===== src/rtl/cg_settings.svh =====
`ifndef CG_SETTINGS_SVH
`define CG_SETTINGS_SVH

`define CG_QUEUE_DEPTH      512      // host words held before loss
`define CG_SPI_HALF_PERIOD  6        // CLK cycles per SCK half period

`define CG_READBACK_FIRST   11'h000
`define CG_READBACK_LAST    11'h509  // last register of the map

// identity bytes of the part
`define CG_ID_ADDR0         11'h003
`define CG_ID_ADDR1         11'h00C
`define CG_ID_ADDR2         11'h00D
`define CG_ID_VAL0          8'h05
`define CG_ID_VAL1          8'h56
`define CG_ID_VAL2          8'h04

`define CG_STATUS_ADDR      11'h508  // pll lock bits

`endif


===== src/rtl/cg_ctrl_pkg.sv =====
package cg_ctrl_pkg;

    localparam int FRAME_BITS = 24;

    // [23] r/w (1 = read), [22:21] zero for one byte,
    // [20:8] register address, [7:0] data
    typedef logic [FRAME_BITS-1:0] frame_t;

    typedef enum logic [2:0] {
        IDLE_READ_CHECK,   // sweep due?
        IDLE_WRITE_CHECK,  // anything queued?
        RD_SEND,
        RD_WAIT,           // wait for rx byte
        WR_LOAD,           // latch and pop head word
        WR_CHECK,          // strobe of current lane
        WR_SEND,
        WR_NEXT            // shift to next lane
    } seq_state_t;

endpackage


===== src/rtl/cg_regmap_pkg.sv =====
package cg_regmap_pkg;

    // device side
    typedef logic [7:0]  byte_t;       // one device register
    typedef logic [10:0] byte_addr_t;  // up to 0x7ff

    // host side
    typedef logic [31:0] word_t;       // host data word
    typedef logic [3:0]  strb_t;       // one strobe per byte lane
    typedef logic [8:0]  word_addr_t;  // 512 words
    typedef logic [1:0]  lane_t;       // byte within a word

endpackage


===== src/rtl/spi_master.sv =====
`timescale 1ns/1ps
`include "cg_settings.svh"

module spi_master #(
    parameter int HALF_PERIOD = `CG_SPI_HALF_PERIOD
) (
    input  logic                 CLK,
    input  logic                 RESET,
    input  cg_ctrl_pkg::frame_t  frame,
    input  logic                 start,
    output logic                 busy,
    output cg_regmap_pkg::byte_t rx_byte,
    output logic                 rx_valid,
    output logic                 cs_n,
    output logic                 sck,
    output logic                 mosi,
    input  logic                 miso
);
    import cg_ctrl_pkg::*;
    import cg_regmap_pkg::*;

    localparam int DIV_W = $clog2(HALF_PERIOD + 1);
    localparam int BIT_W = $clog2(FRAME_BITS);

    typedef enum logic [1:0] {
        SPI_IDLE,
        SPI_SHIFT,
        SPI_TAIL    // cs_n hold after the last falling edge
    } spi_state_t;

    spi_state_t       state;
    logic [DIV_W-1:0] div_cnt;
    logic [BIT_W-1:0] bit_cnt;
    logic             half_tick;
    frame_t           tx_shift;
    byte_t            rx_shift;

    assign half_tick = (div_cnt == DIV_W'(HALF_PERIOD - 1));
    assign mosi      = tx_shift[FRAME_BITS-1] & ~cs_n;  // quiet low between frames
    assign rx_byte   = rx_shift;

    always_ff @(posedge CLK) begin
        if (RESET) begin
            state    <= SPI_IDLE;
            cs_n     <= 1'b1;
            sck      <= 1'b0;
            busy     <= 1'b0;
            rx_valid <= 1'b0;
            div_cnt  <= '0;
            bit_cnt  <= '0;
        end else begin
            rx_valid <= 1'b0;
            case (state)
                SPI_IDLE: begin
                    if (start) begin
                        state   <= SPI_SHIFT;
                        cs_n    <= 1'b0;
                        busy    <= 1'b1;
                        div_cnt <= '0;
                        bit_cnt <= '0;
                    end
                end
                SPI_SHIFT: begin
                    if (half_tick) begin
                        div_cnt <= '0;
                        sck     <= ~sck;
                        if (sck) begin  // falling edge closes a bit
                            bit_cnt <= bit_cnt + 1'b1;
                            if (bit_cnt == BIT_W'(FRAME_BITS - 1)) begin
                                state <= SPI_TAIL;
                            end
                        end
                    end else begin
                        div_cnt <= div_cnt + 1'b1;
                    end
                end
                default: begin
                    if (half_tick) begin
                        div_cnt  <= '0;
                        state    <= SPI_IDLE;
                        cs_n     <= 1'b1;
                        busy     <= 1'b0;
                        rx_valid <= 1'b1;
                    end else begin
                        div_cnt <= div_cnt + 1'b1;
                    end
                end
            endcase
        end
    end

    always_ff @(posedge CLK) begin
        if (state == SPI_IDLE && start) begin
            tx_shift <= frame;
        end else if (state == SPI_SHIFT && half_tick && sck) begin
            tx_shift <= {tx_shift[FRAME_BITS-2:0], 1'b0};  // next bit as sck falls
        end
        if (state == SPI_SHIFT && half_tick && !sck) begin
            rx_shift <= {rx_shift[6:0], miso};  // sampled as sck rises
        end
    end

endmodule


===== config.mk =====
export PLATFORM = sky130hd
export DESIGN_NAME = spi_master
export DESIGN_NICKNAME = d
export VERILOG_FILES = /design/src/rtl/cg_ctrl_pkg.sv /design/src/rtl/cg_regmap_pkg.sv /design/src/rtl/spi_master.sv
export VERILOG_INCLUDE_DIRS = /design/src /design/src/rtl
export SDC_FILE = /design/constraint.sdc
export NUM_CORES = 1
export LEC_CHECK = 0
export BUFFER_PORTS_ARGS = -buffer_cell sky130_fd_sc_hd__clkbuf_2
export CORE_ASPECT_RATIO = 0.6
export CORE_MARGIN = 2
export CORE_UTILIZATION = 43
export CTS_CLUSTER_DIAMETER = 150
export CTS_CLUSTER_SIZE = 12
export DETAILED_ROUTE_END_ITERATION = 7
export PLACE_DENSITY = 0.7
export SYNTH_ARGS = -nofsm -noshare
export SYNTH_HDL_FRONTEND = slang
export SYNTH_SLANG_ARGS = --single-unit

===== constraint.sdc =====
create_clock -name CLK -period 5.9 [get_ports CLK]
set_input_delay 0.295 -clock CLK [delete_from_list [all_inputs] [get_ports CLK]]
set_output_delay 0.295 -clock CLK [all_outputs]
set_load 0.02 [all_outputs]

==> summary.txt <==
Route
  • DRT antenna net count: 0
  • Via density: just under 5
  • DRT Pass-1 Iters: 5
  • Initial drt markers: 91
  • DRC errors left: 0
  • Vias: 1370
  • Final WL: 3.461 mm
  • Wirelength per Cell: 12.36 um

CTS
  • CTS max path bufs: 2
  • CTS tree: built
  • Register clock-pin slew on the reported worst setup and hold paths: 0.08 ns
  • Worst-skew pair later-pin latency: about 0.29 ns
  • Clock root cell: clkbuf_8
  • Post-CTS sizing: 0
  • Setup Fix Bufs, Post-CTS: 0
  • CTS buffer count: 5
  • Num Clock Sinks: 46
  • H-tree levels: 2
  • CTS Hold Buffers Added: 0

Cells and area
  • Layout cells sized above 1: 0.2636
  • Final Util: 0.5385
  • Area growth, synth to finish: 16.69%
  • Layout Nets: 248
  • N_diodes: 0

Synthesis
  • Yosys warning count: 0
  • FFs w/ async S/R, synth: 0
  • Synthesized area per cell: about 11 sq um
  • Post-synth EDFFs: 32
  • Library cells used by synthesis: 36
  • Ys flop type: edfxtp_1
  • Mapped Area: 0.001964 sq mm
  • Area leader, netlist: edfxtp_1
  • Sequential fraction of the synthesis area: 0.6318
  • Synth area leaders: edfxtp_1 49%, dfxtp_1 14%, nand2_1 14%
  • Yosys reg bits: 46
  • Mapped Nets: 210
  • Mapped Cells: 181
  • Area share of the largest cell type after synthesis: 0.4892

Flow run
  • MaxCap Viol Count: 0

Global routing
  • Vias in the first global route: between 1k and 1.5k
  • Pin count of the biggest net entering global routing: 31
  • Gr ovfl total: 0
  • Initial antenna violation count: 0
  • Gr usage total: 0.1436
  • M1 GR Usage: 0.2290
  • First-pass GRT wire length: between 5 and 6 mm
  • Met2 track demand over resource: 0.1767
  • Met3 usage in global routing: 0.04832
  • Global-route layer with the greatest usage: met1

Critical path
  • Setup crit start kind: flop
  • Reg2Reg Depth: 2
  • WP data required: 5.79 ns
  • R2R Setup Slk: 3.51 ns
  • Kind of critical path: flop to flop
  • Worst setup path start: state[0]
  • Worst setup EP type: flop
  • Critical path peak fanout: 30
  • RR Startpoint: state[0]
  • Critical path arrival: 2.28 ns
  • Critical R2R Capture: tx_shift[3]

STA
  • Setup_tns: 0 ns
  • Min Tclk post-route: 2.388 ns
  • WHS: 0.1786 ns
  • Fmax: roughly 0.42 GHz
  • Final period utilization: 0.4047
  • Worst Skew: approximately 0.0027 ns
  • Slew headroom: 0.1985
  • Slew @ Worst Pin: 1.193 ns
  • Hold Vio Cnt, Final: 0
  • Final slew viol count: 0
  • Final setup viols: 0
  • RSZ-0062 raised after global routing: false

Placed design
  • Placed wire-length estimate: 2.379 mm
  • GPL Wtd Cong: 0.7411
  • Input/output buffers: 40

Floorplan
  • Die Y: roughly 56 um
  • Die area: about 0.0051 sq mm
  • Placement Rows: 18
  • Initial core utilization: 0.4615
  • Die Width: 91.26 um
  • Core area: between 0.004 and 0.005 sq mm
  • Io pins: 41

Power
  • Clock share of power: 0.291
  • Sw Pwr: 148.8 uW
  • Combinational power share: 0.102
  • Leakage: roughly 0.96 nW
  • Worst vdd ir: 0.1346 mV
  • Int Pwr: 475.1 uW
  • Switch share: 0.2386
  • Cell area power density: about 270 mW/mm^2
  • Reg power frac: 0.607

Worst hold path
  • Worst hold path startpoint: miso
  • HP Class: input pin to flop
  • Worst Hold End: rx_byte[0]
  • WHS Path Cells: 1

Run status
  • Status: finished, final reports clean
-- power by group through the flow --
stage               Combinational [mW]  Clock, mW  Sequential (mW)
finish                          0.0638      0.182            0.379
detailed placement              0.0644          0            0.386
floorplan                       0.0451          0            0.384
CTS                             0.0646      0.186            0.379
global placement                0.0639          0            0.385
global route                    0.0737      0.201            0.381
-- synth_stat cells (all sizes together), types with 3 or more instances --
cell type  instances
dfxtp             14
or3                3
nand3              4
or4                4
buf                4
edfxtp            32
o21a               3
clkbuf             6
nand2             74
a211oi             4
a21oi              3
o31ai              3
-- sequential cells by signal, summed over array words and instances (netlist names) --
register and count:
bit_cnt 5, busy 1, cs_n 1, div_cnt 3, rx_byte 8, rx_valid 1, sck 1, state 2
tx_shift 24
-- final cells by class --
class | count | area, sq um
fill | 382 | 1964
timing repair buffer | 41 | 207.7
inverter | 1 | 3.754
clock buffer | 6 | 72.57
tap | 60 | 75.07
clock inverter | 2 | 8.758
sequential | 46 | 1241
multi-input combinational | 124 | 683.2
-- layout by cell type (no fill, tap or decap), types with 2 or more instances in the layout --
| cell type | instances |
|---|---|
| nor2b_1 | 2 |
| a211oi_2 | 4 |
| nand2_1 | 74 |
| edfxtp_1 | 32 |
| dfxtp_1 | 14 |
| o21a_1 | 3 |
| nor2_1 | 2 |
| clkbuf_8 | 5 |
| clkbuf_2 | 40 |
| o31ai_1 | 3 |
| a21oi_1 | 3 |
| o211ai_1 | 2 |
| nand3_1 | 4 |
| nand2b_1 | 2 |
| or4_1 | 3 |
| or3_1 | 2 |
-- cells by family (layout without fill, tap and decap cells) --
group                      after synthesis  after routing  share of synthesized area
adders and majority gates                1              1                   0.006368
AOI/OAI and AO/OA                       21             21                    0.08662
DFF                                     46             46                     0.6318
and+or+nand+nor                        101            101                     0.2452
buffers and inverters                   11             50                    0.02484
muxes                                    1              1                   0.005096
-- metrics by stage --
step	power (mW)	setup slack (ns)	std cells	area [sq um]
after floorplan	0.4292	2.972	181	1964
after global placement	0.4491	3.525	272	2211
after detailed placement	0.4501	3.510	272	2211
after CTS	0.6288	3.488	280	2292
after global routing	0.6561	3.240	280	2292
final	0.6239	3.512	280	2292
-- worst max-delay path, cell delays in order (launching register included) --
cell,delay (ns)
dfxtp_1,0.58
or3b_1,0.82
o21ai_2,0.58
-- how the worst max path moves through the flow --
stage	endpoint	slack, ns	cells after the start
finish	tx_shift[3]	3.51	2
global route	tx_shift[5]	3.24	2
CTS	tx_shift[15]	3.49	2
detailed placement	tx_shift[4]	3.51	2
global placement	tx_shift[4]	3.52	2
floorplan	tx_shift[0]	2.97	2
-- routing by layer --
metal / routed length, um / part of all wire / vias to the layer above
met3: 245 / 0.071 / 7
met4: 43 / 0.012 / 0
met1: 1931 / 0.56 / 607
met5: 0 / 0 / -
met2: 1241 / 0.36 / 45
li1: - / - / 711
(Power assumes the default switching activity.)
