==> config.mk <==
export PLATFORM = sky130hd
export DESIGN_NAME = cfg_sequencer
export DESIGN_NICKNAME = d
export VERILOG_FILES = /design/src/rtl/cg_ctrl_pkg.sv /design/src/rtl/cg_regmap_pkg.sv /design/src/rtl/cfg_sequencer.sv
export VERILOG_INCLUDE_DIRS = /design/src /design/src/rtl
export SDC_FILE = /design/constraint.sdc
export NUM_CORES = 1
export LEC_CHECK = 0
export ABC_CLOCK_PERIOD_IN_PS = 14500
export BUFFER_PORTS_ARGS = -buffer_cell sky130_fd_sc_hd__buf_2
export CAP_MARGIN = 30
export CORE_MARGIN = 2
export CORE_UTILIZATION = 57
export CTS_CLUSTER_DIAMETER = 100
export DETAILED_ROUTE_END_ITERATION = 10
export GPL_ROUTABILITY_DRIVEN = 0
export HOLD_SLACK_MARGIN = 0.15
export PLACE_DENSITY = 0.82
export SLEW_MARGIN = 15
export SYNTH_ARGS = -nofsm -noshare
export SYNTH_HDL_FRONTEND = slang
export SYNTH_SLANG_ARGS = --single-unit
export TNS_END_PERCENT = 5
==> constraint.sdc <==
create_clock -name CLK -period 14.5 [get_ports CLK]
set_clock_uncertainty 0.1 [all_clocks]
set_input_delay 2.9 -clock CLK [delete_from_list [all_inputs] [get_ports CLK]]
set_output_delay 2.9 -clock CLK [all_outputs]
set_load 0.1 [all_outputs]
==> src/rtl/cg_settings.svh <==
`ifndef CG_SETTINGS_SVH
`define CG_SETTINGS_SVH

`define CG_QUEUE_DEPTH      512      // host words held before loss
`define CG_SPI_HALF_PERIOD  6        // CLK cycles per SCK half period

`define CG_READBACK_FIRST   11'h000
`define CG_READBACK_LAST    11'h509  // last register of the map

// identity bytes of the part
`define CG_ID_ADDR0         11'h003
`define CG_ID_ADDR1         11'h00C
`define CG_ID_ADDR2         11'h00D
`define CG_ID_VAL0          8'h05
`define CG_ID_VAL1          8'h56
`define CG_ID_VAL2          8'h04

`define CG_STATUS_ADDR      11'h508  // pll lock bits

`endif

==> src/rtl/cg_ctrl_pkg.sv <==
package cg_ctrl_pkg;

    localparam int FRAME_BITS = 24;

    // [23] r/w (1 = read), [22:21] zero for one byte,
    // [20:8] register address, [7:0] data
    typedef logic [FRAME_BITS-1:0] frame_t;

    typedef enum logic [2:0] {
        IDLE_READ_CHECK,   // sweep due?
        IDLE_WRITE_CHECK,  // anything queued?
        RD_SEND,
        RD_WAIT,           // wait for rx byte
        WR_LOAD,           // latch and pop head word
        WR_CHECK,          // strobe of current lane
        WR_SEND,
        WR_NEXT            // shift to next lane
    } seq_state_t;

endpackage

==> src/rtl/cg_regmap_pkg.sv <==
package cg_regmap_pkg;

    // device side
    typedef logic [7:0]  byte_t;       // one device register
    typedef logic [10:0] byte_addr_t;  // up to 0x7ff

    // host side
    typedef logic [31:0] word_t;       // host data word
    typedef logic [3:0]  strb_t;       // one strobe per byte lane
    typedef logic [8:0]  word_addr_t;  // 512 words
    typedef logic [1:0]  lane_t;       // byte within a word

endpackage

==> src/rtl/cfg_sequencer.sv <==
`timescale 1ns/1ps
`include "cg_settings.svh"

module cfg_sequencer (
    input  logic                      CLK,
    input  logic                      RESET,
    input  cg_regmap_pkg::word_t      request_interval,
    input  logic                      q_empty,
    input  cg_regmap_pkg::word_t      q_data,
    input  cg_regmap_pkg::strb_t      q_strb,
    input  cg_regmap_pkg::word_addr_t q_addr,
    output logic                      pop,
    output cg_ctrl_pkg::frame_t       frame,
    output logic                      start,
    input  logic                      busy,
    input  logic                      rx_valid,
    input  cg_regmap_pkg::byte_t      rx_byte,
    output logic                      shadow_we,
    output cg_regmap_pkg::byte_addr_t shadow_addr,
    output cg_regmap_pkg::byte_t      shadow_byte,
    output logic                      configure_complete,
    output logic                      dev_rst_n
);
    import cg_regmap_pkg::*;
    import cg_ctrl_pkg::*;

    seq_state_t state;
    word_t      interval_cnt;
    logic       sweep_due;
    byte_addr_t rd_addr;   // current read-back register
    word_t      data_reg;  // lane 0 always in [7:0]
    strb_t      strb_reg;
    word_addr_t addr_reg;
    lane_t      lane;

    assign sweep_due = (interval_cnt >= request_interval - 1'b1);
    assign pop       = (state == WR_LOAD);  // head changes next cycle

    always_ff @(posedge CLK) begin
        if (RESET) begin
            dev_rst_n <= 1'b0;
        end else begin
            dev_rst_n <= 1'b1;
        end
    end

    // runs outside read-back, holds once saturated
    always_ff @(posedge CLK) begin
        if (RESET) begin
            interval_cnt <= '0;
        end else if (state == RD_SEND || state == RD_WAIT) begin
            interval_cnt <= '0;
        end else if (!sweep_due) begin
            interval_cnt <= interval_cnt + 1'b1;
        end
    end

    always_ff @(posedge CLK) begin
        if (RESET) begin
            state              <= IDLE_READ_CHECK;
            start              <= 1'b0;
            shadow_we          <= 1'b0;
            configure_complete <= 1'b0;
        end else begin
            start     <= 1'b0;
            shadow_we <= 1'b0;
            case (state)
                IDLE_READ_CHECK: begin
                    state <= sweep_due ? RD_SEND : IDLE_WRITE_CHECK;
                end
                IDLE_WRITE_CHECK: begin
                    state <= q_empty ? IDLE_READ_CHECK : WR_LOAD;
                end
                RD_SEND: begin
                    if (!busy) begin
                        start <= 1'b1;
                        state <= RD_WAIT;
                    end
                end
                RD_WAIT: begin
                    if (rx_valid) begin
                        shadow_we <= 1'b1;
                        if (rd_addr == `CG_READBACK_LAST) begin
                            state <= IDLE_WRITE_CHECK;  // sweep done
                        end else begin
                            state <= RD_SEND;
                        end
                    end
                end
                WR_LOAD: begin
                    configure_complete <= 1'b0;  // new work taken
                    state              <= WR_CHECK;
                end
                WR_CHECK: begin
                    state <= strb_reg[0] ? WR_SEND : WR_NEXT;
                end
                WR_SEND: begin
                    if (!busy) begin
                        start <= 1'b1;
                        state <= WR_NEXT;
                    end
                end
                default: begin
                    if (lane != 2'd3) begin
                        state <= WR_CHECK;
                    end else if (q_empty) begin
                        configure_complete <= 1'b1;
                        state              <= IDLE_READ_CHECK;
                    end else begin
                        state <= WR_LOAD;  // keep draining the burst
                    end
                end
            endcase
        end
    end

    always_ff @(posedge CLK) begin
        case (state)
            IDLE_READ_CHECK: begin
                rd_addr <= `CG_READBACK_FIRST;
            end
            RD_SEND: begin
                frame <= {1'b1, 2'b00, 2'b00, rd_addr, 8'h00};  // single-byte read
            end
            RD_WAIT: begin
                if (rx_valid) begin
                    shadow_addr <= rd_addr;
                    shadow_byte <= rx_byte;
                    rd_addr     <= rd_addr + 1'b1;
                end
            end
            WR_LOAD: begin
                data_reg <= q_data;
                strb_reg <= q_strb;
                addr_reg <= q_addr;
                lane     <= '0;
            end
            WR_SEND: begin
                frame <= {1'b0, 2'b00, 2'b00, addr_reg, lane, data_reg[7:0]};  // waddr*4+lane
            end
            WR_NEXT: begin
                data_reg <= data_reg >> 8;
                strb_reg <= strb_reg >> 1;
                lane     <= lane + 1'b1;
            end
            default: ;
        endcase
    end

endmodule

==> results.md <==
* Status: complete, no violations
* Simple-Gate Fraction of Synth Area at 19.6%
* Most Crowded Layer GR: met2
* Crit path kind: in -> reg
* GRT met3 Usage at 5.24%
* Die Wd at 115 µm
* Diodes inserted at 0
* Pre-CTS WS at 6.87 ns
* Net total in the final layout at 901
* Worst hold path stage count at 2
* Largest fanout on the critical path at 13
* H-tree Lvls at 4
* Die footprint at 0.0132 mm²
* WL per Instance at 16.5 µm
* Core ar. at 0.0120 mm²
* Final core utilization at 70.2%
* Max Fclk at 138 MHz
* Routed via count at 5430
* DRC violations left at 0
* Layout cells sized above 1 at 27.7%
* Initial antenna violation count at 0
* Synth Area in Compound Gates at 6.97%
* Filler Cell Count at 864
* Finished Cell Area at 0.00843 mm²
* Min Hold Slack at 0.413 ns
* Hpwl dp at 10700 µm
* Area Overhead vs Synth at 20.7%
* Placed cell area at 0.00781 mm²
* Critical Path RT at 14.71 ns
* Multiplexer area fraction after synthesis at 4.78%
* Port Buffer Count at 133
* Leakage power total at 3.35 nW
* Endpoints failing setup at 0
* Post-route ant nets at 0
* Met2 usage at 42.8%
* Cell Area, Synth at 0.00699 mm²
* Max Cap Violations at 0
* Num Clock Sinks at 136
* Hold_buf cts at 0
* Post-Layout Cell Count at 934
* Least-Margin Pin Slew at 0.884 ns
* Pin count of the biggest net entering global routing at 40
* Unrepaired setup endpoints after global routing: no
* Cell Rows at 40
* DIE HEIGHT at 115 µm
* Post-route setup slack at 7.24 ns
* Post-Synthesis Cells at 638
* Synth top area cells: edfxtp_1 42%, dfxtp_1 11%, ha_1 6.6%
* Final hold viol count at 0
* Critical path data arrival time at 7.46 ns
* Final setup TNS at 0 ns
* Total power at 1.24 mW
* PD cells at 147 mW/mm²
* Synth Area in XOR/XNOR at 6.02%
* Min cycle time layout at 7.26 ns
* Largest family of logic cells by synthesized area: simple AND/OR/NAND/NOR gates
* GRT Util Overall at 24.5%
* Slew HR at 40.9%
* Via count of the first global-routing pass at 5314
* Routed wire length at 15400 µm
* Clock Root Buffer: clkbuf_16
* Synth top area share at 41.7%
* First-pass GRT wire length at 25100 µm
* Hold Path Class: reg -> reg
* Yosys Warn Count at 0
* Period utilization at 50.0%
* Gr ovfl total at 0
* Post-CTS sizing at 0
* Clk_lat worst skew at 0.42 ns
* Reg2Reg Depth at 10
* Number of synthesized flops with an enable pin at 97
* Critical Path Start Type: input pin
* Post-synth top flop: edfxtp_1
* Starting Density at 58.2%
* Largest area contributor in the netlist: edfxtp_1
* Clock Path Buffers at 2
* Netlist cell types at 61
* CTS tree: yes
* Vias per cell at 5.81
* Max-slew violation count at 0
* Average size of a mapped cell at 11.0 µm²
* DP Cell Count at 901
* Ports at 138
* Adder-cell share of the synthesized area at 6.63%
* Peak supply drop at 0.102 mV
* Reg clk slew, reported paths at 0.06 ns
* GRT met1 Usage at 29.4%
* Register bit count reported by yosys at 136
* CP endpoint kind: register
* Seq/Total Area, Yosys at 52.9%
* First DRT Iteration DRCs at 599
* TritonCTS Buffers at 17
* First-pass DRT Iterations at 5
* Number of setup buffers added after CTS at 0
* Async set-reset flop share out of synthesis at 0%
## final timing paths
check	from	to	slack, ns
worst min register to register	interval_cnt[0]	interval_cnt[0]	0.41
worst max-delay path	request_interval[5]	interval_cnt[21]	7.24
worst max register to register	interval_cnt[0]	interval_cnt[21]	11.30
worst min-delay path	interval_cnt[0]	interval_cnt[0]	0.41
## cells by family (layout without fill, tap and decap cells)
| kind of cell | count (synthesis) | in the layout |
|---|---|---|
| other cells | 1 | 4 |
| buf+inv | 48 | 194 |
| xor+xnor | 48 | 48 |
| flops | 136 | 136 |
| mux | 30 | 30 |
| simple gates | 260 | 260 |
| fa+ha+maj | 37 | 37 |
| compound gates | 78 | 78 |
## synthesized netlist by cell type (14+ instances only)
library cell and instances:
a21oi_1 28, xor2_1 18, nand2_1 78, xnor2_1 30, dfxtp_1 39, ha_1 37, inv_1 20, o21ai_0 19
mux2_2 27, clkbuf_1 19, nand3_1 18, nor2_1 49, nor3_1 17, and3_1 14, edfxtp_1 97
## cell usage in the layout, fill, tap and decap left out, types with 12 or more instances in the layout
cell type	netlist	layout
ha_1	37	37
edfxtp_1	97	97
nand4_1	12	12
nand3_1	18	18
dfxtp_1	39	39
and2_1	12	12
xnor2_1	30	30
nor2_1	49	49
a21oi_1	28	28
buf_2	1	134
nand2_1	78	78
xor2_1	18	18
nor3_1	17	17
clkbuf_16	0	19
and3_1	14	14
mux2_2	27	27
inv_1	20	20
o21ai_0	19	18
## worst max-delay path: stages
cell	delay, ns
buf_2	0.13
nor4_4	0.34
nand2_1	0.15
or4_4	0.52
or3_4	0.44
or4_1	0.49
xor2_1	0.16
ha_1	0.29
a21oi_1	0.14
o21ai_0	0.10
a221oi_1	0.28
o21ai_0	0.13
buf_4	0.20
nor4_1	0.77
a31oi_1	0.18
a41o_1	0.24
## where the power goes
group | total [mW] | switching [mW] | internal (mW)
sequential | 0.535 | 0.0477 | 0.487
combinational | 0.262 | 0.194 | 0.0679
clock | 0.439 | 0.160 | 0.279
## metal layers
metal / routed length, µm / part of all wire [%]
met3: 871 / 5.7
met1: 6370 / 41
met5: 0 / 0
met4: 328 / 2.1
met2: 7820 / 51
## layout make-up
class | instances | area, µm² | share of cell area, %
well taps | 147 | 184 | 2.18
inverters | 20 | 75.1 | 0.890
clock inverters | 9 | 115 | 1.37
multi-input cells | 457 | 3110 | 36.8
flip-flops and latches | 136 | 3690 | 43.8
repair buffers | 142 | 758 | 8.99
clock buffers | 23 | 500 | 5.94
Power figures use the tool's default switching activity.
